### src/ccis_pkg.sv
package ccis_pkg;

    // ------------------------------------------------------------
    // Field widths
    // ------------------------------------------------------------
    localparam int MDATA_WIDTH   = 14;                  // Request tag echoed in responses
    localparam int ADDR_WIDTH    = 32;                  // Cache line address
    localparam int CL_DATA_WIDTH = 64;                  // Narrow stand-in for a full line
    localparam int TYPE_WIDTH    = 4;                   // Request and response type code

    localparam int RSP_HDR_WIDTH = TYPE_WIDTH + MDATA_WIDTH;
    localparam int REQ_HDR_WIDTH = TYPE_WIDTH + ADDR_WIDTH + MDATA_WIDTH;

    // Response header is {type, mdata}
    localparam int RSP_TYPE_LSB = MDATA_WIDTH;
    localparam int RSP_TYPE_MSB = RSP_TYPE_LSB + TYPE_WIDTH - 1;

    // Request header is {type, address, mdata}
    localparam int REQ_TYPE_LSB = ADDR_WIDTH + MDATA_WIDTH;
    localparam int REQ_TYPE_MSB = REQ_TYPE_LSB + TYPE_WIDTH - 1;

    // ------------------------------------------------------------
    // Write response buffering
    // ------------------------------------------------------------
    localparam int MAX_WRITE_REQS        = 16;          // FIFO depth and write limit
    localparam int ALMOST_FULL_THRESHOLD = 4;           // Slack kept free below the limit
    localparam int WR_PTR_WIDTH          = $clog2(MAX_WRITE_REQS);
    localparam int WR_COUNT_WIDTH        = WR_PTR_WIDTH + 1;    // Must hold 0..MAX

    typedef logic [MDATA_WIDTH-1:0]    t_mdata;
    typedef logic [ADDR_WIDTH-1:0]     t_addr;
    typedef logic [CL_DATA_WIDTH-1:0]  t_cl_data;
    typedef logic [RSP_HDR_WIDTH-1:0]  t_rsp_hdr;
    typedef logic [REQ_HDR_WIDTH-1:0]  t_req_hdr;
    typedef logic [WR_COUNT_WIDTH-1:0] t_wr_count;
    typedef logic [WR_PTR_WIDTH-1:0]   t_wr_ptr;       // FIFO slot index

    // Request codes on the transmit side
    typedef enum logic [TYPE_WIDTH-1:0]
    {
        REQ_WRLINE_I = 4'h1,                            // Write line, invalidate
        REQ_WRLINE_M = 4'h2,                            // Write line, keep modified
        REQ_RDLINE   = 4'h4,
        REQ_INTR     = 4'h8
    } t_req_type;

    // Response codes on the receive side
    typedef enum logic [TYPE_WIDTH-1:0]
    {
        RSP_CFG    = 4'h0,                              // CSR write
        RSP_WRLINE = 4'h1,
        RSP_RDLINE = 4'h4,
        RSP_INTR   = 4'h8,
        RSP_UMSG   = 4'hf
    } t_rsp_type;

endpackage
### src/rsp_c0_if.sv
interface rsp_c0_if
    import ccis_pkg::*;
    ();

    // ------------------------------------------------------------
    // One registered channel 0 response group
    // ------------------------------------------------------------
    t_rsp_hdr hdr;                                      // Valid only with a strobe
    t_cl_data data;                                     // Read data, same cycle as hdr

    // Strobes are mutually exclusive
    logic     wr_valid;                                 // Write completion
    logic     rd_valid;                                 // Read completion with data
    logic     cfg_valid;                                // CSR write
    logic     umsg_valid;                               // Unordered message
    logic     intr_valid;                               // Interrupt completion

    // Input register stage in the top
    modport source
    (
        output hdr, data,
        output wr_valid, rd_valid, cfg_valid, umsg_valid, intr_valid
    );

    // Canonicalizer, no back-pressure path
    modport sink
    (
        input hdr, data,
        input wr_valid, rd_valid, cfg_valid, umsg_valid, intr_valid
    );

endinterface

### src/ccis_wires_to_mpf.sv
module ccis_wires_to_mpf
    import ccis_pkg::*;
(
    input  logic     clk,
    input  logic     reset_n,

    // Platform receive side
    input  t_rsp_hdr plat_c0_rx_hdr,
    input  t_cl_data plat_c0_rx_data,
    input  logic     plat_c0_rx_wr_valid,
    input  logic     plat_c0_rx_rd_valid,
    input  logic     plat_c0_rx_cfg_valid,
    input  logic     plat_c0_rx_umsg_valid,
    input  logic     plat_c0_rx_intr_valid,
    input  t_rsp_hdr plat_c1_rx_hdr,
    input  logic     plat_c1_rx_wr_valid,
    input  logic     plat_c1_rx_intr_valid,

    // Platform transmit side
    output t_req_hdr plat_c0_tx_hdr,
    output logic     plat_c0_tx_rd_valid,
    output t_req_hdr plat_c1_tx_hdr,
    output t_cl_data plat_c1_tx_data,
    output logic     plat_c1_tx_wr_valid,
    output logic     plat_c1_tx_intr_valid,
    input  logic     plat_c0_tx_alm_full,
    input  logic     plat_c1_tx_alm_full,

    // AFU transmit side
    input  t_req_hdr afu_c0_tx_hdr,
    input  logic     afu_c0_tx_rd_valid,
    input  t_req_hdr afu_c1_tx_hdr,
    input  t_cl_data afu_c1_tx_data,
    input  logic     afu_c1_tx_wr_valid,
    input  logic     afu_c1_tx_intr_valid,
    output logic     afu_c0_tx_alm_full,
    output logic     afu_c1_tx_alm_full,

    // AFU receive side
    output t_rsp_hdr afu_c0_rx_hdr,
    output t_cl_data afu_c0_rx_data,
    output logic     afu_c0_rx_rd_valid,
    output logic     afu_c0_rx_cfg_valid,
    output logic     afu_c0_rx_umsg_valid,
    output logic     afu_c0_rx_intr_valid,
    output t_rsp_hdr afu_c1_rx_hdr,
    output logic     afu_c1_rx_wr_valid,
    output logic     afu_c1_rx_intr_valid
);

    rsp_c0_if c0_reg ();                                // Registered channel 0 group

    t_rsp_hdr c1_hdr_q;                                 // Registered channel 1 group
    logic     c1_wr_valid_q;
    logic     c1_intr_valid_q;

    t_mdata   wr_rsp_first;                             // FIFO head tag
    logic     wr_rsp_not_empty;
    logic     wr_rsp_deq;

    // ------------------------------------------------------------
    // Input register stage
    // ------------------------------------------------------------
    always_ff @(posedge clk)
    begin
        c0_reg.hdr  <= plat_c0_rx_hdr;                  // Payload is don't-care without a strobe
        c0_reg.data <= plat_c0_rx_data;
        c1_hdr_q    <= plat_c1_rx_hdr;

        if (!reset_n)
        begin
            c0_reg.wr_valid   <= 1'b0;
            c0_reg.rd_valid   <= 1'b0;
            c0_reg.cfg_valid  <= 1'b0;
            c0_reg.umsg_valid <= 1'b0;
            c0_reg.intr_valid <= 1'b0;
            c1_wr_valid_q     <= 1'b0;
            c1_intr_valid_q   <= 1'b0;
        end
        else
        begin
            c0_reg.wr_valid   <= plat_c0_rx_wr_valid;
            c0_reg.rd_valid   <= plat_c0_rx_rd_valid;
            c0_reg.cfg_valid  <= plat_c0_rx_cfg_valid;
            c0_reg.umsg_valid <= plat_c0_rx_umsg_valid;
            c0_reg.intr_valid <= plat_c0_rx_intr_valid;
            c1_wr_valid_q     <= plat_c1_rx_wr_valid;
            c1_intr_valid_q   <= plat_c1_rx_intr_valid;
        end
    end

    // Transmit path is pure wiring
    assign plat_c0_tx_hdr        = afu_c0_tx_hdr;
    assign plat_c0_tx_rd_valid   = afu_c0_tx_rd_valid;
    assign plat_c1_tx_hdr        = afu_c1_tx_hdr;
    assign plat_c1_tx_data       = afu_c1_tx_data;
    assign plat_c1_tx_wr_valid   = afu_c1_tx_wr_valid;
    assign plat_c1_tx_intr_valid = afu_c1_tx_intr_valid;
    assign afu_c0_tx_alm_full    = plat_c0_tx_alm_full;

    // ------------------------------------------------------------
    // Write response rerouting
    // ------------------------------------------------------------
    wr_credit_counter u_wr_credit_counter
    (
        .clk,
        .reset_n,
        .tx_wr_valid  (afu_c1_tx_wr_valid),
        .tx_req_type  (t_req_type'(afu_c1_tx_hdr[REQ_TYPE_MSB:REQ_TYPE_LSB])),
        .rx_wr_valid  (afu_c1_rx_wr_valid),           // Counts native and replayed writes
        .ext_alm_full (plat_c1_tx_alm_full),
        .alm_full     (afu_c1_tx_alm_full)
    );

    wr_rsp_fifo u_wr_rsp_fifo
    (
        .clk,
        .reset_n,
        .enq_en    (c0_reg.wr_valid),
        .enq_data  (c0_reg.hdr[MDATA_WIDTH-1:0]),
        .deq_en    (wr_rsp_deq),
        .first     (wr_rsp_first),
        .not_empty (wr_rsp_not_empty)
    );

    rsp_canonicalizer u_rsp_canonicalizer
    (
        .c0_in                (c0_reg.sink),
        .c1_hdr               (c1_hdr_q),
        .c1_wr_valid          (c1_wr_valid_q),
        .c1_intr_valid        (c1_intr_valid_q),
        .fifo_first           (wr_rsp_first),
        .fifo_not_empty       (wr_rsp_not_empty),
        .fifo_deq             (wr_rsp_deq),
        .afu_c0_rx_hdr,
        .afu_c0_rx_data,
        .afu_c0_rx_rd_valid,
        .afu_c0_rx_cfg_valid,
        .afu_c0_rx_umsg_valid,
        .afu_c0_rx_intr_valid,
        .afu_c1_rx_hdr,
        .afu_c1_rx_wr_valid,
        .afu_c1_rx_intr_valid
    );

endmodule

### src/rsp_canonicalizer.sv
module rsp_canonicalizer
    import ccis_pkg::*;
(
    rsp_c0_if.sink   c0_in,                             // Registered channel 0 responses
    input  t_rsp_hdr c1_hdr,                            // Registered channel 1 header
    input  logic     c1_wr_valid,
    input  logic     c1_intr_valid,
    input  t_mdata   fifo_first,                        // Oldest deferred write tag
    input  logic     fifo_not_empty,
    output logic     fifo_deq,                          // Tag was replayed this cycle

    output t_rsp_hdr afu_c0_rx_hdr,
    output t_cl_data afu_c0_rx_data,
    output logic     afu_c0_rx_rd_valid,
    output logic     afu_c0_rx_cfg_valid,
    output logic     afu_c0_rx_umsg_valid,
    output logic     afu_c0_rx_intr_valid,

    output t_rsp_hdr afu_c1_rx_hdr,
    output logic     afu_c1_rx_wr_valid,
    output logic     afu_c1_rx_intr_valid
);

    logic c1_idle;                                      // No native channel 1 response

    assign c1_idle = !c1_wr_valid && !c1_intr_valid;

    // ------------------------------------------------------------
    // Channel 0 forwarded without the write strobe
    // ------------------------------------------------------------
    assign afu_c0_rx_hdr        = c0_in.hdr;
    assign afu_c0_rx_data       = c0_in.data;
    assign afu_c0_rx_rd_valid   = c0_in.rd_valid;
    assign afu_c0_rx_cfg_valid  = c0_in.cfg_valid;
    assign afu_c0_rx_umsg_valid = c0_in.umsg_valid;
    assign afu_c0_rx_intr_valid = c0_in.intr_valid;

    // ------------------------------------------------------------
    // Channel 1 merge
    // ------------------------------------------------------------
    always_comb
    begin
        if (fifo_not_empty && c1_idle)
        begin
            // Replay a deferred write into the free slot
            afu_c1_rx_hdr                            = '0;
            afu_c1_rx_hdr[RSP_TYPE_MSB:RSP_TYPE_LSB] = RSP_WRLINE;
            afu_c1_rx_hdr[MDATA_WIDTH-1:0]           = fifo_first;
            afu_c1_rx_wr_valid                       = 1'b1;
            afu_c1_rx_intr_valid                     = 1'b0;
            fifo_deq                                 = 1'b1;
        end
        else
        begin
            afu_c1_rx_hdr        = c1_hdr;              // Native traffic has priority
            afu_c1_rx_wr_valid   = c1_wr_valid;
            afu_c1_rx_intr_valid = c1_intr_valid;
            fifo_deq             = 1'b0;
        end
    end

endmodule

### src/wr_rsp_fifo.sv
module wr_rsp_fifo
    import ccis_pkg::*;
(
    input  logic   clk,
    input  logic   reset_n,
    input  logic   enq_en,                              // Push one write response
    input  t_mdata enq_data,                            // Its tag
    input  logic   deq_en,                              // Pop the oldest entry
    output t_mdata first,                               // Oldest entry, no read latency
    output logic   not_empty
);

    // ------------------------------------------------------------
    // Storage and pointers
    // ------------------------------------------------------------
    t_mdata    mem [MAX_WRITE_REQS];                    // Tag storage, no reset needed
    t_wr_ptr   wr_ptr;                                  // Next free slot
    t_wr_ptr   rd_ptr;                                  // Oldest valid slot
    t_wr_count occupancy;                               // 0..MAX_WRITE_REQS entries
    logic      deq_ok;                                  // Pop that really removes an entry

    assign deq_ok    = deq_en && not_empty;             // Ignore a pop on an empty buffer
    assign not_empty = (occupancy != '0);
    assign first     = mem[rd_ptr];                     // Fall-through read

    // Write side
    always_ff @(posedge clk)
    begin
        if (enq_en)
        begin
            mem[wr_ptr] <= enq_data;
        end
    end

    // Pointer and occupancy control
    always_ff @(posedge clk)
    begin
        if (!reset_n)
        begin
            wr_ptr    <= '0;
            rd_ptr    <= '0;
            occupancy <= '0;
        end
        else
        begin
            if (enq_en)
            begin
                wr_ptr <= wr_ptr + 1'b1;                // Wraps at the power-of-two depth
            end

            if (deq_ok)
            begin
                rd_ptr <= rd_ptr + 1'b1;
            end

            // Push and pop together keep the level
            if (enq_en && !deq_ok)
            begin
                occupancy <= occupancy + 1'b1;
            end
            else if (!enq_en && deq_ok)
            begin
                occupancy <= occupancy - 1'b1;
            end
        end
    end

endmodule

### src/wr_credit_counter.sv
module wr_credit_counter
    import ccis_pkg::*;
(
    input  logic      clk,
    input  logic      reset_n,
    input  logic      tx_wr_valid,                      // AFU channel 1 request strobe
    input  t_req_type tx_req_type,                      // Type field of that request
    input  logic      rx_wr_valid,                      // AFU-side channel 1 write response
    input  logic      ext_alm_full,                     // Platform channel 1 almost full
    output logic      alm_full                          // Throttled flag toward the AFU
);

    logic      wr_req;                                  // A write line is issued this cycle
    t_wr_count count;                                   // Writes still waiting for a response

    // Only the two write line flavors consume a response slot
    assign wr_req = tx_wr_valid &&
                    ((tx_req_type == REQ_WRLINE_I) || (tx_req_type == REQ_WRLINE_M));

    // ------------------------------------------------------------
    // Outstanding write count
    // ------------------------------------------------------------
    always_ff @(posedge clk)
    begin
        if (!reset_n)
        begin
            count <= '0;
        end
        else
        begin
            // Request and response in the same cycle cancel out
            if (wr_req && !rx_wr_valid)
            begin
                count <= count + 1'b1;
            end
            else if (!wr_req && rx_wr_valid)
            begin
                count <= count - 1'b1;
            end
        end
    end

    // Stop the AFU early so in-flight requests still fit the FIFO
    assign alm_full = ext_alm_full ||
                      (count >= t_wr_count'(MAX_WRITE_REQS - ALMOST_FULL_THRESHOLD));

endmodule

### config.mk
export PLATFORM = sky130hd
export DESIGN_NAME = ccis_wires_to_mpf
export DESIGN_NICKNAME = d
export VERILOG_FILES = /design/src/ccis_pkg.sv /design/src/rsp_c0_if.sv /design/src/ccis_wires_to_mpf.sv /design/src/rsp_canonicalizer.sv /design/src/wr_rsp_fifo.sv /design/src/wr_credit_counter.sv
export SDC_FILE = /design/constraint.sdc
export NUM_CORES = 1
export LEC_CHECK = 0
export CORE_AREA = 3 3 214 216
export CTS_BUF_LIST = sky130_fd_sc_hd__clkbuf_8
export CTS_CLUSTER_SIZE = 12
export DETAILED_ROUTE_END_ITERATION = 7
export DIE_AREA = 0 0 217 219
export DONT_BUFFER_PORTS = 1
export PLACE_DENSITY = 0.5
export SETUP_SLACK_MARGIN = 0.02
export SLEW_MARGIN = 40
export SYNTH_ARGS = -nofsm -noshare
export SYNTH_HDL_FRONTEND = slang
export SYNTH_SLANG_ARGS = --single-unit
### constraint.sdc
create_clock -name clk -period 4 [get_ports clk]
set_input_delay 0.2 -clock clk [delete_from_list [all_inputs] [get_ports clk]]
set_output_delay 0.2 -clock clk [all_outputs]
set_load 0.1 [all_outputs]
==> out/qor.yml, run 1 <==
floorplanning:
  die_y_um: 219
  start_util_pct: 30.4
  fp.dieArea_um2: 47500
  die_x_um: 217
  pin_count: 553
  core.rowCount: 77
  core-area_um2: 44100
routing:
  routed_wl_um: 32700
  first_pass_iters: 4
  detail-route-antenna-nets: 0
  wire_per_inst_um: 22.2
  drt_iter0_drc: 274
  vias: 6527
  drcViolationCount: 0
  viasPerCell: 4.44
timing:
  max_freq_mhz: 295
  fin_setup_tns_ns: 0
  rsz0062_at_grt: "false"
  slew-limit-headroom_pct: 43.5
  hold_viol_final: 0
  fin_crit_ns: 3.38
  fin_crit_sh_pct: 84.6
  skew_ns: 0.0237
  hold_slack_ns: 0.0250
  setup_ws_ns: 0.615
  finalSetupViolCount: 0
  drv_slew: 0
  tightest_slew_ns: 0.848
logic_synthesis:
  ys.flop_type: "edfxtp_1"
  yosysTopAreaCell: "edfxtp_1"
  synthCells: 818
  synth.area.top_cells: "edfxtp_1 50%, dfxtp_1 19%, buf_4 9.6%, mux4_2 9.4%, and2_1 1.9%"
  synth_nets: 1111
  yosys_warnings: 0
  synth.distinct_cells: 34
  ys_ff_latch: 353
  yosysMostFrequentCell: "edfxtp_1"
  async_flop_share_pct: 0
  synth_top_area_share_pct: 50.1
  ys_top_cells_by_count: "224 x edfxtp_1, 171 x buf_4, 129 x dfxtp_1"
  synth_seq_area_share_pct: 69.4
  synth-edff-count: 224
  avgSynthCellArea_um2: 16.4
  syn_area_um2: 13400
place:
  dp_hpwl_um: 19900
  dp_cells: 1253
  port_buffers: 0
  gp_congestion: 0.797
  dp_slack_ns: 1.18
pwr:
  power_per_cell_area_nw_per_um2: 664
  irDropWorstVdd_v: 0.000629
  switching_power_w: 0.00344
  clkPwrFrac_pct: 34.0
  power.share.switching_pct: 33.2
  p_int_w: 0.00692
  power_leakage_nw: 5.37
  comb_power_share_pct: 22.4
  share_seq_of_total_power_pct: 43.6
clock_network:
  clockBufferDepth: 3
  clock_latency_ns: 0.65
  cts_root_buffer: "clkbuf_8"
  clk_pin_slew_ns: 0.06
  cts_made_buffers: 60
  clock-sinks: 353
  h-tree-depth: 2
  cts_tree: "done"
worst_hold_path:
  holdCritStartpoint: "reset_n"
  min_path_type: "primary input to register"
worst_setup_path:
  cp-start-kind: "register"
  worstPathArrival_ns: 3.18
  critPathKind: "register to output pin"
  cp.required_ns: 3.80
  cp_max_fo: 29
  timing.rr.start: "u_wr_rsp_fifo.occupancy[0]"
  cp-end-kind: "output pin"
final_layout:
  fillers: 4217
  finalNetCount: 1124
  drive_above_1_share_pct: 34.9
  finalNonFillerCells: 1471
  post-route-util_pct: 35.4
  area_growth_pct: 16.4
job:
  drv_cap: 0
grt:
  grt_overflow: 0
  gr-usage-all-layers_pct: 13.6
  grt_pass1_vias: 7250
  grt_pass1_wl_um: 47100
  grt_max_degree: 35
  antenna_found_initial: 0
run_status:
  status: "finished, final reports clean"
[layout make-up]
class	count	area, um^2	share of cell area, %
Clock buffer	66	908	5.82
Tap cell	592	741	4.74
Timing Repair Buffer	147	1380	8.85
Clock inverter	43	399	2.56
Multi-Input combinational cell	260	2740	17.5
Antenna cell	1	2.50	0.0160
Inverter	9	33.8	0.216
Sequential cell	353	9420	60.3
[sequential cells by signal, summed over array words and instances (netlist names), 4 cells and up, named ones only]
name,flops
u_wr_rsp_fifo.occupancy,5
u_wr_rsp_fifo.mem,224
u_wr_rsp_fifo.wr_ptr,4
u_wr_credit_counter.count,5
c0_reg.hdr,18
c1_hdr_q,18
c0_reg.data,64
u_wr_rsp_fifo.rd_ptr,4
[logic make-up after synthesis]
| logic type | after synthesis | share of synthesized area (%) |
|---|---|---|
| flops | 353 | 69.4 |
| buf+inv | 205 | 10.7 |
| simple gates | 97 | 3.68 |
| mux | 88 | 11.9 |
| compound gates | 46 | 1.91 |
| fa+ha+maj | 15 | 1.51 |
| xor+xnor | 14 | 0.914 |
[placed cells by master, fill, tap and decap left out, types with 2 or more instances in the layout]
| cell | instances |
|---|---|
| a21boi_0 | 2 |
| a21o_1 | 4 |
| a21oi_1 | 7 |
| and2_1 | 26 |
| and2_2 | 14 |
| buf_4 | 38 |
| bufinv_16 | 8 |
| clkbuf_8 | 66 |
| clkinv_1 | 11 |
| clkinv_2 | 13 |
| dfxtp_1 | 50 |
| dfxtp_2 | 76 |
| dfxtp_4 | 3 |
| dlygate4sd3_1 | 107 |
| edfxtp_1 | 224 |
| fa_1 | 2 |
| ha_1 | 13 |
| inv_1 | 17 |
| mux2_2 | 14 |
| mux2i_1 | 18 |
| mux4_2 | 56 |
| nand2_1 | 40 |
| nand2b_1 | 2 |
| nand4_1 | 2 |
| nor2_1 | 6 |
| nor2b_1 | 2 |
| o21ai_0 | 15 |
| o21ai_1 | 5 |
| o21ai_2 | 11 |
| xnor2_1 | 10 |
| xor2_1 | 4 |
[critical path, stage by stage, from the launching register on]
cell and delay [ns]:
dfxtp_4 0.75, buf_12 0.33, mux4_2 0.53, mux2_2 0.26
o21ai_0 0.33, o21ai_2 0.07, buf_4 0.24
[worst paths after layout]
path / slack (ns) / cells past startpoint / end
max: 0.62 / 6 / afu_c1_rx_hdr[12]
min: 0.02 / 2 / u_wr_credit_counter.count[4]
max reg2reg: 1.29 / 11 / u_wr_credit_counter.count[4]
min reg2reg: 0.48 / 2 / u_wr_rsp_fifo.occupancy[4]
[power groups by stage]
stage	registers, W	logic (W)	clock network [W]
3_5_place_dp	0.00461	0.00227	0
4_1_cts	0.00453	0.00236	0.00363
5_1_grt	0.00455	0.00248	0.00384
3_3_place_gp	0.00460	0.00226	0
6_report	0.00452	0.00233	0.00352
2_1_floorplan	0.00449	0.00265	0
[routing by layer]
metal / track usage [%] / up-vias / routed length (um)
met2: 20.3 / 419 / 14500
met5: 1.25 / - / 63
met4: 6.98 / 2 / 1530
met1: 16.1 / 3154 / 13100
met3: 6.60 / 117 / 3550
li1: - / 2835 / -
[repair_timing]
action                    in CTS  in global routing
hold buffers                 108                  0
hold endpoints to repair     129                  0
gates resized for setup        0                  0
buffers inserted               0                  0
[metrics by stage]
step / total power, W / cell area, um^2
6_report: 0.0104 / 15600
5_1_grt: 0.0109 / 15600
4_1_cts: 0.0105 / 15600
3_5_place_dp: 0.00688 / 13200
3_3_place_gp: 0.00686 / 13100
2_1_floorplan: 0.00714 / 13400
Note: power is estimated with default switching activity, not from simulation.
==> run 2: changes to the inputs <==
==> constraint.sdc (replaced) <==
create_clock -name clk -period 3.48 [get_ports clk]
set_input_delay 0.174 -clock clk [delete_from_list [all_inputs] [get_ports clk]]
set_output_delay 0.174 -clock clk [all_outputs]
set_load 0.1 [all_outputs]
==> out/qor.yml, run 2 (synthesis gave the netlist of run 1 again) <==
worst_hold_path:
  min_path_type: "primary input to register"
worst_setup_path:
  cp-end-kind: "output pin"
  cpMostUsedCell: "buf_4"
  cp_max_fo: 11  # -62%
  critPathKind: "register to output pin"
  worstPathArrival_ns: 2.94  # -0.24 ns
  path_cells: "buf_4 -> mux4_2 -> mux2_2 -> o21ai_1 -> o21ai_2 -> buf_4"
  max_stage_delay_ns: 0.53  # -0.22 ns
  cp_slowest_cell: "dfxtp_4"
  cp-start-kind: "register"
  cp.required_ns: 3.31  # -0.49 ns
routing:
  vias: 6764  # +3.6%
  wire_per_inst_um: 23.5  # +5.8%
  first_pass_iters: 4  # unchanged
  drt_iter0_drc: 304  # +11%
  detail-route-antenna-nets: 0  # unchanged
  viasPerCell: 4.46  # +0.42%
  routed_wl_um: 35700  # +9.1%
  drcViolationCount: 0  # unchanged
clock_network:
  clock_latency_ns: 0.65  # about the same
  cts_root_buffer: "clkbuf_8"
  clock-sinks: 353  # unchanged
  clockBufferDepth: 3  # unchanged
  cts_made_buffers: 60  # unchanged
  h-tree-depth: 2  # unchanged
  clk_pin_slew_ns: 0.07  # about the same
  cts_tree: "done"
job:
  drv_cap: 0  # unchanged
place:
  placed_area_um2: 13300  # +0.58%
  port_buffers: 0  # unchanged
  gp_congestion: 0.763  # -4.2%
  dp_hpwl_um: 22200  # +12%
  dp_cells: 1259  # +0.48%
timing:
  fin_setup_tns_ns: 0  # unchanged
  max_freq_mhz: 321
  rsz0062_at_grt: "false"
  tightest_slew_ns: 0.870  # +0.0221 ns
  fin_crit_ns: 3.12
  fin_crit_sh_pct: 89.5
  finalSetupViolCount: 0  # unchanged
  slew-limit-headroom_pct: 42.0  # -1.4 points
  hold_viol_final: 0  # unchanged
  skew_ns: 0.0414  # +0.0177 ns
  drv_slew: 0  # unchanged
final_layout:
  final_common_cell: "edfxtp_1"
  fillers: 4140  # -1.8%
  top_regs: "u_wr_rsp_fifo.mem x224, c0_reg.data x64"
  final_area_um2: 16100  # +2.9%
  largest_reg_flops: 224  # unchanged
  mostFrequentLayoutCells: "224 x edfxtp_1, 143 x dlygate4sd3_1, 77 x dfxtp_2, 64 x clkbuf_8, 56 x mux4_2"
  diodes: 0  # -1
  finalNetCount: 1167  # +3.8%
  drive_above_1_share_pct: 33.9  # -0.94 points
  top_register: "u_wr_rsp_fifo.mem"
  finalNonFillerCells: 1518  # +3.2%
  area_growth_pct: 19.8
floorplanning:
  die_y_um: 219  # unchanged
  core.rowCount: 77  # unchanged
  core-area_um2: 44100  # unchanged
  die_x_um: 217  # unchanged
  pin_count: 553  # unchanged
  fp.dieArea_um2: 47500  # unchanged
  start_util_pct: 30.4  # unchanged
pwr:
  switching_power_w: 0.00406  # +18%
  p_int_w: 0.00795  # +15%
  power_leakage_nw: 5.59  # +4.0%
  share_seq_of_total_power_pct: 42.6  # -1.0 points
  comb_power_share_pct: 23.6  # +1.2 points
  clkPwrFrac_pct: 33.7  # -0.3 points
  power_per_cell_area_nw_per_um2: 748  # +13%
  power.share.switching_pct: 33.8  # +0.59 points
  irDropWorstVdd_v: 0.000660  # +5.1%
grt:
  gr-usage-met2_pct: 22.5  # +2.3 points
  grt_max_degree: 35  # unchanged
  grt_use_met1_pct: 17.2  # +1.1 points
  grt_pass1_wl_um: 50100  # +6.3%
  grt_overflow: 0  # unchanged
  gr-usage-all-layers_pct: 14.6  # +1.0 points
  use_met3_pct: 7.31  # +0.71 points
  antenna_found_initial: 0  # unchanged
  grt.busiest_layer: "met2"
  grt_pass1_vias: 7406  # +2.2%
run_status:
  status: "finished, final reports clean"
-- run 2: changes by cell type in the layout (fill, tap and decap cells not counted), sizes merged --
cell / delta
dlygate4sd3: +36
diode: -1
clkinv: -2
inv: +8
bufinv: -1
clkbuf: -2
buf: +7
clkinvlp: +2
-- run 2: worst paths after layout --
kind                                            startpoint                           end  slack (ns)  cells past startpoint
worst max-delay path                              register              afu_c1_rx_hdr[8]        0.36                      6
worst min-delay path                     plat_c0_rx_hdr[4]                 c0_reg.hdr[4]        0.07                      1
worst max register to register  u_wr_rsp_fifo.occupancy[0]  u_wr_credit_counter.count[4]        0.82                     11
worst min register to register  u_wr_rsp_fifo.occupancy[4]    u_wr_rsp_fifo.occupancy[4]        0.47                      2
-- run 2: metal layers --
metal | up-vias | wire length, um
li1 | 2922 | -
met5 | - | 73
met2 | 445 | 16400
met1 | 3299 | 13700
met3 | 96 | 4390
met4 | 2 | 1170
-- run 2: final cells by class --
type                    instances  area (um^2)  share of cell area [%]
well taps                     592          741                    4.61
clock inverters                50          444                    2.76
flip-flops and latches        353         9410                    58.5
repair buffers                190         1840                    11.4
inverters                       9         33.8                   0.210
multi-input cells             260         2730                    17.0
clock buffers                  64          881                    5.48
-- run 2: worst max-delay path: cells and delay by family, from the launching register on --
family                 cells  cell delay (ns)
AO/OA/AOI/OAI              2             0.48
flip-flops                 1             0.53
multiplexers               2             0.78
buffers and inverters      2             0.51
-- run 2: power groups by stage --
stage / combinational [W] / clock (W) / sequential [W]
after floorplan: 0.00306 / 0 / 0.00516
after global placement: 0.00268 / 0 / 0.00523
after detailed placement: 0.00270 / 0 / 0.00524
after CTS: 0.00283 / 0.00420 / 0.00516
after global routing: 0.00303 / 0.00440 / 0.00515
final: 0.00284 / 0.00405 / 0.00513
-- run 2: through the flow --
stage	hold slack, ns	util [%]	power (W)	setup WS [ns]
6_report	0.0730	36.4	0.0120	0.364
5_1_grt	0.0105	36.4	0.0126	0.179
4_1_cts	0.000666	36.4	0.0122	0.0797
3_5_place_dp	0.202	30.1	0.00794	0.770
3_3_place_gp	0.202	29.9	0.00791	0.791
2_1_floorplan	0.202	-	0.00822	0.703
-- run 2: repair_timing --
item / CTS / global route
endpoints found under the hold margin: 129 / 8
setup endpoints to repair: 1 / 2
pin swaps: 0 / 0
setup buffers: 0 / 1
hold buffers: 143 / 1
resized for setup: 1 / 0
